$ cat src/mem_pkg.sv
package mem_pkg;

    // sizes fixed for the whole stage
    localparam int TLB_ENTRIES    = 8;
    localparam int TLB_IDX_W      = $clog2(TLB_ENTRIES);
    localparam int TIMEOUT_CYCLES = 64;
    localparam int TIMER_W        = $clog2(TIMEOUT_CYCLES + 1);
    localparam int NUM_OPS        = 4;
    localparam int NUM_REGS       = 4;
    localparam int IDX_W          = 2;

    typedef enum logic [1:0] {
        BYTE  = 2'd0,
        WORD  = 2'd1,
        DWORD = 2'd2
    } opsize_e;

    // destinations use REG, SEG and MEM only
    typedef enum logic [2:0] {
        REG = 3'd0,
        SEG = 3'd1,
        MEM = 3'd2,
        IMM = 3'd3,
        EIP = 3'd4
    } src_kind_e;

    typedef struct packed {
        src_kind_e        kind;
        logic [IDX_W-1:0] idx;
    } op_sel_t;

    typedef struct packed {
        src_kind_e        kind;
        logic [IDX_W-1:0] idx;
    } dest_sel_t;

    typedef struct packed {
        logic prot;
        logic page_fault;
        logic bus_err;
        logic misalign;
    } ie_bits_t;

    // flat word, or page number plus page offset
    typedef union packed {
        logic [31:0] flat;
        struct packed {
            logic [19:0] vpn;
            logic [11:0] off;
        } pg;
    } lin_addr_u;

    // passed through to execute untouched
    typedef struct packed {
        logic [4:0]  aluk;
        logic [23:0] p_op;
        logic [10:0] fmask;
    } ctrl_t;

    typedef struct packed {
        opsize_e                          opsize;
        logic [31:0]                      offset;
        logic [IDX_W-1:0]                 seg_idx;
        logic                             is_mem_read;
        logic                             is_write;
        logic [NUM_REGS-1:0][31:0]        regs;
        logic [NUM_REGS-1:0][31:0]        seg_base;
        logic [NUM_REGS-1:0][31:0]        seg_limit;
        op_sel_t [NUM_OPS-1:0]            op_sel;
        dest_sel_t [NUM_OPS-1:0]          dest_sel;
        logic [31:0]                      imm;
        logic [31:0]                      eip;
        ie_bits_t                         ie_in;
        ctrl_t                            ctrl;
    } mem_req_t;

    typedef struct packed {
        logic [NUM_OPS-1:0][31:0]         op_val;
        logic [NUM_OPS-1:0][31:0]         dest_addr;
        src_kind_e [NUM_OPS-1:0]          dest_kind;
        logic [31:0]                      eip;
        ie_bits_t                         ie;
        logic                             ie_out;
        ctrl_t                            ctrl;
    } mem_res_t;

    typedef struct packed {
        logic                 valid;
        logic [TLB_IDX_W-1:0] index;
        logic [19:0]          vpn;
        logic [19:0]          pfn;
        logic                 present;
        logic                 rw;
    } tlb_fill_t;

    typedef struct packed {
        logic [31:0] araddr;
        logic        arvalid;
    } axi_ar_t;

    typedef struct packed {
        logic [31:0] rdata;
        logic [1:0]  rresp;
        logic        rvalid;
    } axi_r_t;

endpackage

$ cat src/mem_wait_timer.sv
`timescale 1ns/1ps

module mem_wait_timer (
    input  logic clk,
    input  logic rst_n,
    input  logic run,
    output logic timeout
);

    logic [mem_pkg::TIMER_W-1:0] count;

    always_ff @(posedge clk) begin
        if (!rst_n) begin
            count <= '0;
        end else if (!run) begin
            count <= '0;
        end else if (!timeout) begin
            // saturates at the limit
            count <= count + 1'b1;
        end
    end

    assign timeout = (count == mem_pkg::TIMER_W'(mem_pkg::TIMEOUT_CYCLES));

endmodule

$ cat src/mem_addr_gen.sv
`timescale 1ns/1ps

module mem_addr_gen (
    input  mem_pkg::mem_req_t  req,
    output mem_pkg::lin_addr_u lin,
    output logic               seg_fault,
    output logic               misalign
);

    logic [1:0]  size_m1;
    logic [32:0] acc_end;
    logic [2:0]  low_end;

    always_comb begin
        case (req.opsize)
            mem_pkg::BYTE:  size_m1 = 2'd0;
            mem_pkg::WORD:  size_m1 = 2'd1;
            mem_pkg::DWORD: size_m1 = 2'd3;
            default:        size_m1 = 2'd0;
        endcase
    end

    assign lin.flat = req.seg_base[req.seg_idx] + req.offset;

    // last byte touched, with a carry bit so a wrap still faults
    assign acc_end   = {1'b0, req.offset} + {31'd0, size_m1};
    assign seg_fault = acc_end > {1'b0, req.seg_limit[req.seg_idx]};

    // accesses are not split, so crossing a dword is a fault
    assign low_end  = {1'b0, lin.pg.off[1:0]} + {1'b0, size_m1};
    assign misalign = low_end[2];

endmodule

$ cat src/tlb.sv
`timescale 1ns/1ps

module tlb (
    input  logic               clk,
    input  logic               rst_n,
    input  mem_pkg::tlb_fill_t fill,
    input  mem_pkg::lin_addr_u lin,
    input  logic               is_write,
    output logic [31:0]        paddr,
    output logic               miss,
    output logic               prot
);

    logic [mem_pkg::TLB_ENTRIES-1:0] valid;
    logic [mem_pkg::TLB_ENTRIES-1:0] present;
    logic [mem_pkg::TLB_ENTRIES-1:0] rw;
    logic [19:0]                     vpn [mem_pkg::TLB_ENTRIES];
    logic [19:0]                     pfn [mem_pkg::TLB_ENTRIES];

    logic        hit;
    logic        hit_present;
    logic        hit_rw;
    logic [19:0] hit_pfn;

    always_ff @(posedge clk) begin
        if (!rst_n) begin
            valid <= '0;
        end else if (fill.valid) begin
            valid[fill.index] <= 1'b1;
        end
    end

    // entry contents carry no reset
    always_ff @(posedge clk) begin
        if (fill.valid) begin
            vpn[fill.index]     <= fill.vpn;
            pfn[fill.index]     <= fill.pfn;
            present[fill.index] <= fill.present;
            rw[fill.index]      <= fill.rw;
        end
    end

    // fully associative compare, highest matching index wins
    always_comb begin
        hit         = 1'b0;
        hit_present = 1'b0;
        hit_rw      = 1'b0;
        hit_pfn     = '0;
        for (int i = 0; i < mem_pkg::TLB_ENTRIES; i++) begin
            if (valid[i] && (vpn[i] == lin.pg.vpn)) begin
                hit         = 1'b1;
                hit_present = present[i];
                hit_rw      = rw[i];
                hit_pfn     = pfn[i];
            end
        end
    end

    assign miss  = !hit || !hit_present;
    assign prot  = hit && hit_present && is_write && !hit_rw;
    assign paddr = {hit_pfn, lin.pg.off};

endmodule

$ cat src/mem_axi_read.sv
`timescale 1ns/1ps

module mem_axi_read (
    input  logic             clk,
    input  logic             rst_n,
    input  logic             load_req,
    input  logic [31:0]      paddr,
    input  mem_pkg::opsize_e opsize,
    input  logic             start_ar,
    input  logic             capture_r,
    output mem_pkg::axi_ar_t ar,
    input  logic             arready,
    input  mem_pkg::axi_r_t  r,
    output logic             rready,
    output logic             ar_done,
    output logic             r_done,
    output logic             r_err,
    output logic [31:0]      mem_data
);

    logic [31:0] shifted;
    logic [31:0] sized;

    assign ar_done = ar.arvalid && arready;
    assign r_done  = r.rvalid && rready;

    always_ff @(posedge clk) begin
        if (!rst_n) begin
            ar.arvalid <= 1'b0;
            ar.araddr  <= '0;
            rready     <= 1'b0;
            r_err      <= 1'b0;
        end else begin
            // always willing to take a beat, stray ones included
            rready <= 1'b1;
            if (ar_done) begin
                ar.arvalid <= 1'b0;
            end else if (start_ar && !ar.arvalid) begin
                ar.arvalid <= 1'b1;
                ar.araddr  <= {paddr[31:2], 2'b00};
            end
            if (load_req) begin
                r_err <= 1'b0;
            end else if (capture_r) begin
                r_err <= (r.rresp != 2'b00);
            end
        end
    end

    // move the addressed byte lane down to bit 0
    assign shifted = r.rdata >> {paddr[1:0], 3'b000};

    always_comb begin
        case (opsize)
            mem_pkg::BYTE: sized = {24'd0, shifted[7:0]};
            mem_pkg::WORD: sized = {16'd0, shifted[15:0]};
            default:       sized = shifted;
        endcase
    end

    always_ff @(posedge clk) begin
        if (load_req) begin
            mem_data <= '0;
        end else if (capture_r) begin
            mem_data <= sized;
        end
    end

endmodule

$ cat src/opswap.sv
`timescale 1ns/1ps

module opswap (
    input  logic              clk,
    input  logic              rst_n,
    input  logic              load_req,
    input  mem_pkg::mem_req_t req_in,
    input  logic [31:0]       paddr,
    input  logic [31:0]       mem_data,
    input  mem_pkg::ie_bits_t ie_new,
    output mem_pkg::mem_req_t req,
    output mem_pkg::mem_res_t res
);

    always_ff @(posedge clk) begin
        if (!rst_n) begin
            req <= '0;
        end else if (load_req) begin
            req <= req_in;
        end
    end

    always_comb begin
        res = '0;
        for (int i = 0; i < mem_pkg::NUM_OPS; i++) begin
            case (req.op_sel[i].kind)
                mem_pkg::REG: res.op_val[i] = req.regs[req.op_sel[i].idx];
                mem_pkg::SEG: res.op_val[i] = req.seg_base[req.op_sel[i].idx];
                mem_pkg::MEM: res.op_val[i] = mem_data;
                mem_pkg::IMM: res.op_val[i] = req.imm;
                mem_pkg::EIP: res.op_val[i] = req.eip;
                default:      res.op_val[i] = '0;
            endcase
            // register and segment targets are named by index
            res.dest_kind[i] = req.dest_sel[i].kind;
            case (req.dest_sel[i].kind)
                mem_pkg::REG, mem_pkg::SEG: res.dest_addr[i] = {30'd0, req.dest_sel[i].idx};
                mem_pkg::MEM:               res.dest_addr[i] = paddr;
                default:                    res.dest_addr[i] = '0;
            endcase
        end
        res.eip    = req.eip;
        res.ie     = req.ie_in | ie_new;
        res.ie_out = |res.ie;
        res.ctrl   = req.ctrl;
    end

endmodule

$ cat src/mem_ctrl_fsm.sv
`timescale 1ns/1ps

module mem_ctrl_fsm (
    input  logic clk,
    input  logic rst_n,
    input  logic in_valid,
    output logic in_ready,
    input  logic need_read,
    input  logic fault,
    input  logic ar_done,
    input  logic r_done,
    input  logic timeout,
    input  logic out_ready,
    output logic out_valid,
    output logic load_req,
    output logic start_ar,
    output logic timer_run,
    output logic capture_r
);

    typedef enum logic [2:0] {
        IDLE      = 3'd0,
        CHECK     = 3'd1,
        READ_ADDR = 3'd2,
        READ_DATA = 3'd3,
        DONE      = 3'd4
    } state_e;

    state_e state;
    state_e state_nxt;

    always_comb begin
        state_nxt = state;
        case (state)
            IDLE: begin
                if (in_valid && in_ready) begin
                    state_nxt = CHECK;
                end
            end
            CHECK: begin
                if (fault || !need_read) begin
                    state_nxt = DONE;
                end else begin
                    state_nxt = READ_ADDR;
                end
            end
            READ_ADDR: begin
                if (ar_done) begin
                    state_nxt = READ_DATA;
                end
            end
            READ_DATA: begin
                if (timeout || r_done) begin
                    state_nxt = DONE;
                end
            end
            DONE: begin
                if (out_valid && out_ready) begin
                    state_nxt = IDLE;
                end
            end
            default: state_nxt = IDLE;
        endcase
    end

    // only one bundle in flight, so accept only from IDLE
    assign load_req  = (state == IDLE) && in_valid && in_ready;
    assign start_ar  = (state == READ_ADDR);
    // a timeout wins over a beat in the same cycle
    assign capture_r = (state == READ_DATA) && r_done && !timeout;
    // keep the timer saturated in DONE so bus_err holds until taken
    assign timer_run = (state == READ_DATA) || ((state == DONE) && timeout);

    always_ff @(posedge clk) begin
        if (!rst_n) begin
            state     <= IDLE;
            in_ready  <= 1'b0;
            out_valid <= 1'b0;
        end else begin
            state    <= state_nxt;
            in_ready <= (state_nxt == IDLE);
            // result shows one cycle after entering DONE
            if (out_valid && out_ready) begin
                out_valid <= 1'b0;
            end else if (state == DONE) begin
                out_valid <= 1'b1;
            end
        end
    end

endmodule

$ cat src/mem_stage.sv
`timescale 1ns/1ps

module mem_stage (
    input  logic               clk,
    input  logic               rst_n,
    input  logic               in_valid,
    output logic               in_ready,
    input  mem_pkg::mem_req_t  in_req,
    output logic               out_valid,
    input  logic               out_ready,
    output mem_pkg::mem_res_t  out_res,
    input  mem_pkg::tlb_fill_t tlb_fill,
    output mem_pkg::axi_ar_t   ar,
    input  logic               arready,
    input  mem_pkg::axi_r_t    r,
    output logic               rready
);

    mem_pkg::mem_req_t  req;
    mem_pkg::lin_addr_u lin;
    mem_pkg::ie_bits_t  ie_new;
    logic [31:0]        paddr;
    logic [31:0]        mem_data;
    logic               seg_fault;
    logic               misalign;
    logic               tlb_miss;
    logic               tlb_prot;
    logic               fault;
    logic               ar_done;
    logic               r_done;
    logic               r_err;
    logic               timeout;
    logic               load_req;
    logic               start_ar;
    logic               timer_run;
    logic               capture_r;

    // new faults found by this stage
    assign ie_new.prot       = seg_fault | tlb_prot;
    assign ie_new.page_fault = tlb_miss;
    assign ie_new.bus_err    = r_err | timeout;
    assign ie_new.misalign   = misalign;

    // anything found in CHECK skips the bus
    assign fault = seg_fault | misalign | tlb_miss | tlb_prot;

    mem_ctrl_fsm u_ctrl (
        .clk       (clk),
        .rst_n     (rst_n),
        .in_valid  (in_valid),
        .in_ready  (in_ready),
        .need_read (req.is_mem_read),
        .fault     (fault),
        .ar_done   (ar_done),
        .r_done    (r_done),
        .timeout   (timeout),
        .out_ready (out_ready),
        .out_valid (out_valid),
        .load_req  (load_req),
        .start_ar  (start_ar),
        .timer_run (timer_run),
        .capture_r (capture_r)
    );

    mem_wait_timer u_timer (
        .clk     (clk),
        .rst_n   (rst_n),
        .run     (timer_run),
        .timeout (timeout)
    );

    mem_addr_gen u_addr (
        .req       (req),
        .lin       (lin),
        .seg_fault (seg_fault),
        .misalign  (misalign)
    );

    tlb u_tlb (
        .clk      (clk),
        .rst_n    (rst_n),
        .fill     (tlb_fill),
        .lin      (lin),
        .is_write (req.is_write),
        .paddr    (paddr),
        .miss     (tlb_miss),
        .prot     (tlb_prot)
    );

    mem_axi_read u_axi (
        .clk       (clk),
        .rst_n     (rst_n),
        .load_req  (load_req),
        .paddr     (paddr),
        .opsize    (req.opsize),
        .start_ar  (start_ar),
        .capture_r (capture_r),
        .ar        (ar),
        .arready   (arready),
        .r         (r),
        .rready    (rready),
        .ar_done   (ar_done),
        .r_done    (r_done),
        .r_err     (r_err),
        .mem_data  (mem_data)
    );

    opswap u_opswap (
        .clk      (clk),
        .rst_n    (rst_n),
        .load_req (load_req),
        .req_in   (in_req),
        .paddr    (paddr),
        .mem_data (mem_data),
        .ie_new   (ie_new),
        .req      (req),
        .res      (out_res)
    );

endmodule

$ cat config.mk
export PLATFORM = sky130hd
export DESIGN_NAME = mem_stage
export DESIGN_NICKNAME = d
export VERILOG_FILES = /design/src/mem_pkg.sv /design/src/mem_wait_timer.sv /design/src/mem_addr_gen.sv /design/src/tlb.sv /design/src/mem_axi_read.sv /design/src/opswap.sv /design/src/mem_ctrl_fsm.sv /design/src/mem_stage.sv
export SDC_FILE = /design/constraint.sdc
export NUM_CORES = 2
export LEC_CHECK = 0
export ABC_AREA = 0
export BUFFER_PORTS_ARGS = -buffer_cell sky130_fd_sc_hd__buf_2
export CAP_MARGIN = 20
export CORE_AREA = 3 3 398 400
export DETAILED_ROUTE_END_ITERATION = 8
export DIE_AREA = 0 0 401 403
export GPL_ROUTABILITY_DRIVEN = 0
export PLACE_DENSITY_LB_ADDON = 0.12
export SETUP_SLACK_MARGIN = 0.02
export SLEW_MARGIN = 20
export SYNTH_ARGS = -nofsm -noshare
export SYNTH_HDL_FRONTEND = slang
export SYNTH_SLANG_ARGS = --single-unit
$ cat constraint.sdc
create_clock -name clk -period 13.2 [get_ports clk]
set_input_delay 0.66 -clock clk [delete_from_list [all_inputs] [get_ports clk]]
set_output_delay 0.66 -clock clk [all_outputs]
set_load 0.02 [all_outputs]
==> results.md <==
- Count of nets left with antenna violations after detail routing: 0
- Largest voltage drop on the vdd net: 0.0001159 V
- Leakage: 23.28 nW
- Synthesized area per cell: 9.844 µm²
- Most common cell type on the critical path: nand2_1
- RSZ-0062 raised after global routing: false
- Clock latency on the worst-skew pair: 0.77 ns
- Final period utilization: 65.17%
- Post-Route Setup TNS: 0 ns
- Wire length of the first global-routing pass: 370100 µm
- Number of register bits inferred by synthesis: 991
- Post-detailed-route DRC marker count: 0
- Vias per inst: 5.852
- Maximum number of pins on one net before global-route repair: 195
- Number of core rows: 145
- Crit path largest cell delay: 0.96 ns
- Synthesized instance count: 5643
- Global routing met1 resource utilization: 41.81%
- Total number of vias: 50120
- Count of pins on the block boundary: 1037
- Layer carrying the most global-route usage: met2
- Area of the placeable core: 0.1557 mm²
- Max cap viols: 0
- Total power density per cell area: 123.8 mW/mm²
- Top FF cell, synth: dfxtp_1
- Biggest fanout along the worst timing path: 32
- Slew at the pin with the worst max-slew slack: 1.382 ns
- Clock-pin transition on the worst setup and hold timing paths: 0.06 ns
- Yosys Warn Count: 0
- Count of fill cells added during filler insertion: 15500
- Crit Path Class: reg2out
- Total die area: 0.1616 mm²
- Number of global-route vias before repair: 46780
- Setup repair bufs after CTS: 0
- GR Layer Usage met3: 9.713%
- Input/output buffers: 1034
- Effective utilization at floorplan: 35.68%
- Number of synthesized flops with an enable pin: 336
- Worst hold-check slack: 0.1178 ns
- Count of hold buffers inserted by post-cts repair: 0
- Top cells by instance count after synthesis: 1472 x nand2_1, 655 x dfxtp_1, 573 x a21boi_0, 352 x clkbuf_1, 336 x edfxtp_1
- Average wire per standard cell: 31.54 µm
- Arrival time at the worst endpoint: 7.94 ns
- CTS tree: done
- Status: finished clean
- Cell at the slowest stage of the critical path: ha_1
- Share of the synthesized area in the top cell type: 23.61%
- Library cell with the highest instance count after synthesis: nand2_1
- Maximum frequency from static timing analysis: 116.2 MHz
- Final hold viol count: 0
- Worst slew slack as a fraction of its limit: 7.858%
- Net count of the finished layout: 7092
- Die height: 403 µm
- DRT iter0 DRCs: 6311
- Critical path endpoint category: output port
- Leftover overflow at the end of global routing: 0
- Detailed placement HPWL: 206300 µm
- Share of post-route cells with drive strength above 1: 26.66%
- Library cell with the largest summed area after synthesis: dfxtp_1
- Layout-stage area growth over the synthesis result: 18.77%
- Number of buffers created by CTS: 115
- Number of max-slew violations in the final report: 0
- Tightest Hold Check Type: in2reg
- CTS Root Buffer Type: clkbuf_16
- Antenna violations before repair: 110
- Setup skew after layout: 0.07523 ns
- CTS sink count: 991
- Sequential fraction of the synthesis area: 41.77%
- Min Tclk post-route: 8.602 ns
- Resized Gates After CTS: 0
- Number of library cell types mapped by synthesis: 101
- Startpoint kind of the worst setup timing path: register
- Total GRT Usage: 32.12%
- Chip width: 401 µm
- CTS H-tree lvls: 3
- Async S/R FF share, synth: 0%
- Most area-consuming cells after synthesis: dfxtp_1 24%, edfxtp_1 18%, mux4_2 13%, nand2_1 9.9%, a21boi_0 7.7%
- Ordered list of cells on the worst path: mux4_2 -> ha_1 -> nand2_1 -> o21a_1 -> o221ai_1 -> mux2i_1 -> o311ai_4 -> xnor2_1 -> or4_4 -> nor4_4 -> buf_4 -> a31oi_1 -> nand2_1 -> buf_8 -> a211o_1 -> a32o_1 -> nor2_1 -> buf_2
- Number of setup violations in the final report: 0
- Endpoint required time on the critical path: 12.54 ns
- TritonRoute pass-1 iters: 5
- Clock buffer depth: 3
- Cell area after synthesis: 0.05555 mm²
- WL final: 270200 µm
- Met2 Track Usage GR: 49.26%
-- state kept, by name, indices dropped and copies added (netlist names), 7 cells and up --
| name | count |
|---|---|
| u_opswap.req | 570 |
| u_tlb.pfn | 160 |
| u_tlb.vpn | 160 |
| u_axi.mem_data | 32 |
| u_axi.ar | 31 |
| u_tlb.present | 8 |
| u_tlb.rw | 8 |
| u_tlb.valid | 8 |
| u_timer.count | 7 |
-- per-stage QoR --
stage	instance area, µm²	instances	utilization [%]	setup slack, ns	power [mW]
finish	65980	8565	42.38	4.598	8.168
global placement	61860	8302	39.74	5.165	4.836
detailed placement	61890	8303	39.76	5.405	4.845
CTS	65840	8520	42.30	4.530	8.207
floorplan	55550	5644	-	6.318	4.225
global route	65890	8532	42.33	4.288	8.416
-- worst max-delay path: cells and delay by family, from the launching register on --
family	cells	cell delay [ns]
simple gates	5	1.50
fa+ha+maj	1	0.96
mux	2	1.03
buf+inv	3	0.82
xor+xnor	1	0.21
compound gates	6	1.90
flops	1	0.73
-- power breakdown --
group	switching [mW]	internal, mW	total (mW)
sequential	0.191	3.29	3.48
combinational	0.859	0.479	1.34
clock	1.41	1.94	3.35
total	2.46	5.70	8.17
-- per-layer routing --
layer / vias up / routed length [µm]
li1: 21790 / -
met1: 24860 / 107300
met2: 2862 / 119500
met3: 579 / 29420
met4: 36 / 13700
met5: - / 238
-- cell type report --
class	count	area, µm²	area share, %
flip-flops and latches	991	23240	35.23
clock buffers	146	3126	4.737
clock inverters	71	832.0	1.261
repair buffers	1117	5869	8.896
multi-input cells	4060	29930	45.36
diodes	44	110.1	0.1669
inverters	78	292.8	0.4438
well taps	2058	2575	3.903
-- cells by family after synthesis --
family	Yosys count	share of synthesized area, %
mux	481	15.90
buf+inv	593	4.719
xor+xnor	212	3.710
other cells	1	0.006751
compound gates	1277	17.04
fa+ha+maj	73	1.671
flops	991	41.77
simple gates	2015	15.18
-- layout by cell type, fill, tap and decap left out, types with 22 or more instances in the layout --
| cell | instances |
|---|---|
| a211o_1 | 25 |
| a21boi_0 | 573 |
| a21oi_1 | 89 |
| a221oi_1 | 43 |
| a22oi_1 | 129 |
| and2_1 | 38 |
| buf_2 | 1033 |
| buf_4 | 77 |
| clkbuf_16 | 116 |
| dfxtp_1 | 641 |
| diode_2 | 44 |
| edfxtp_1 | 336 |
| ha_1 | 71 |
| inv_1 | 77 |
| mux2i_1 | 149 |
| mux4_2 | 320 |
| nand2_1 | 1472 |
| nand2b_1 | 22 |
| nand3_1 | 64 |
| nand4_1 | 44 |
| nor2_1 | 194 |
| nor2b_1 | 25 |
| nor3_1 | 30 |
| o211ai_1 | 146 |
| o21ai_0 | 73 |
| o21ai_1 | 36 |
| xnor2_1 | 114 |
| xor2_1 | 78 |
-- path summary, 6_finish.rpt --
| check | startpoint | endpoint | slack, ns | depth (start not counted) |
|---|---|---|---|---|
| worst min register to register | u_opswap.req[14]$_SDFFE_PN0P_ | u_opswap.req[14]$_SDFFE_PN0P_ | 0.46 | 2 |
| worst max register to register | u_opswap.req[535]$_SDFFE_PN0P_ | u_axi.ar[32]$_SDFFE_PN0P_ | 5.89 | 18 |
| worst max-delay path | u_opswap.req[535]$_SDFFE_PN0P_ | out_res[120] | 4.60 | 18 |
| worst min-delay path | in_req[145] | u_opswap.req[145]$_SDFFE_PN0P_ | 0.12 | 3 |
(Power assumes the default switching activity.)
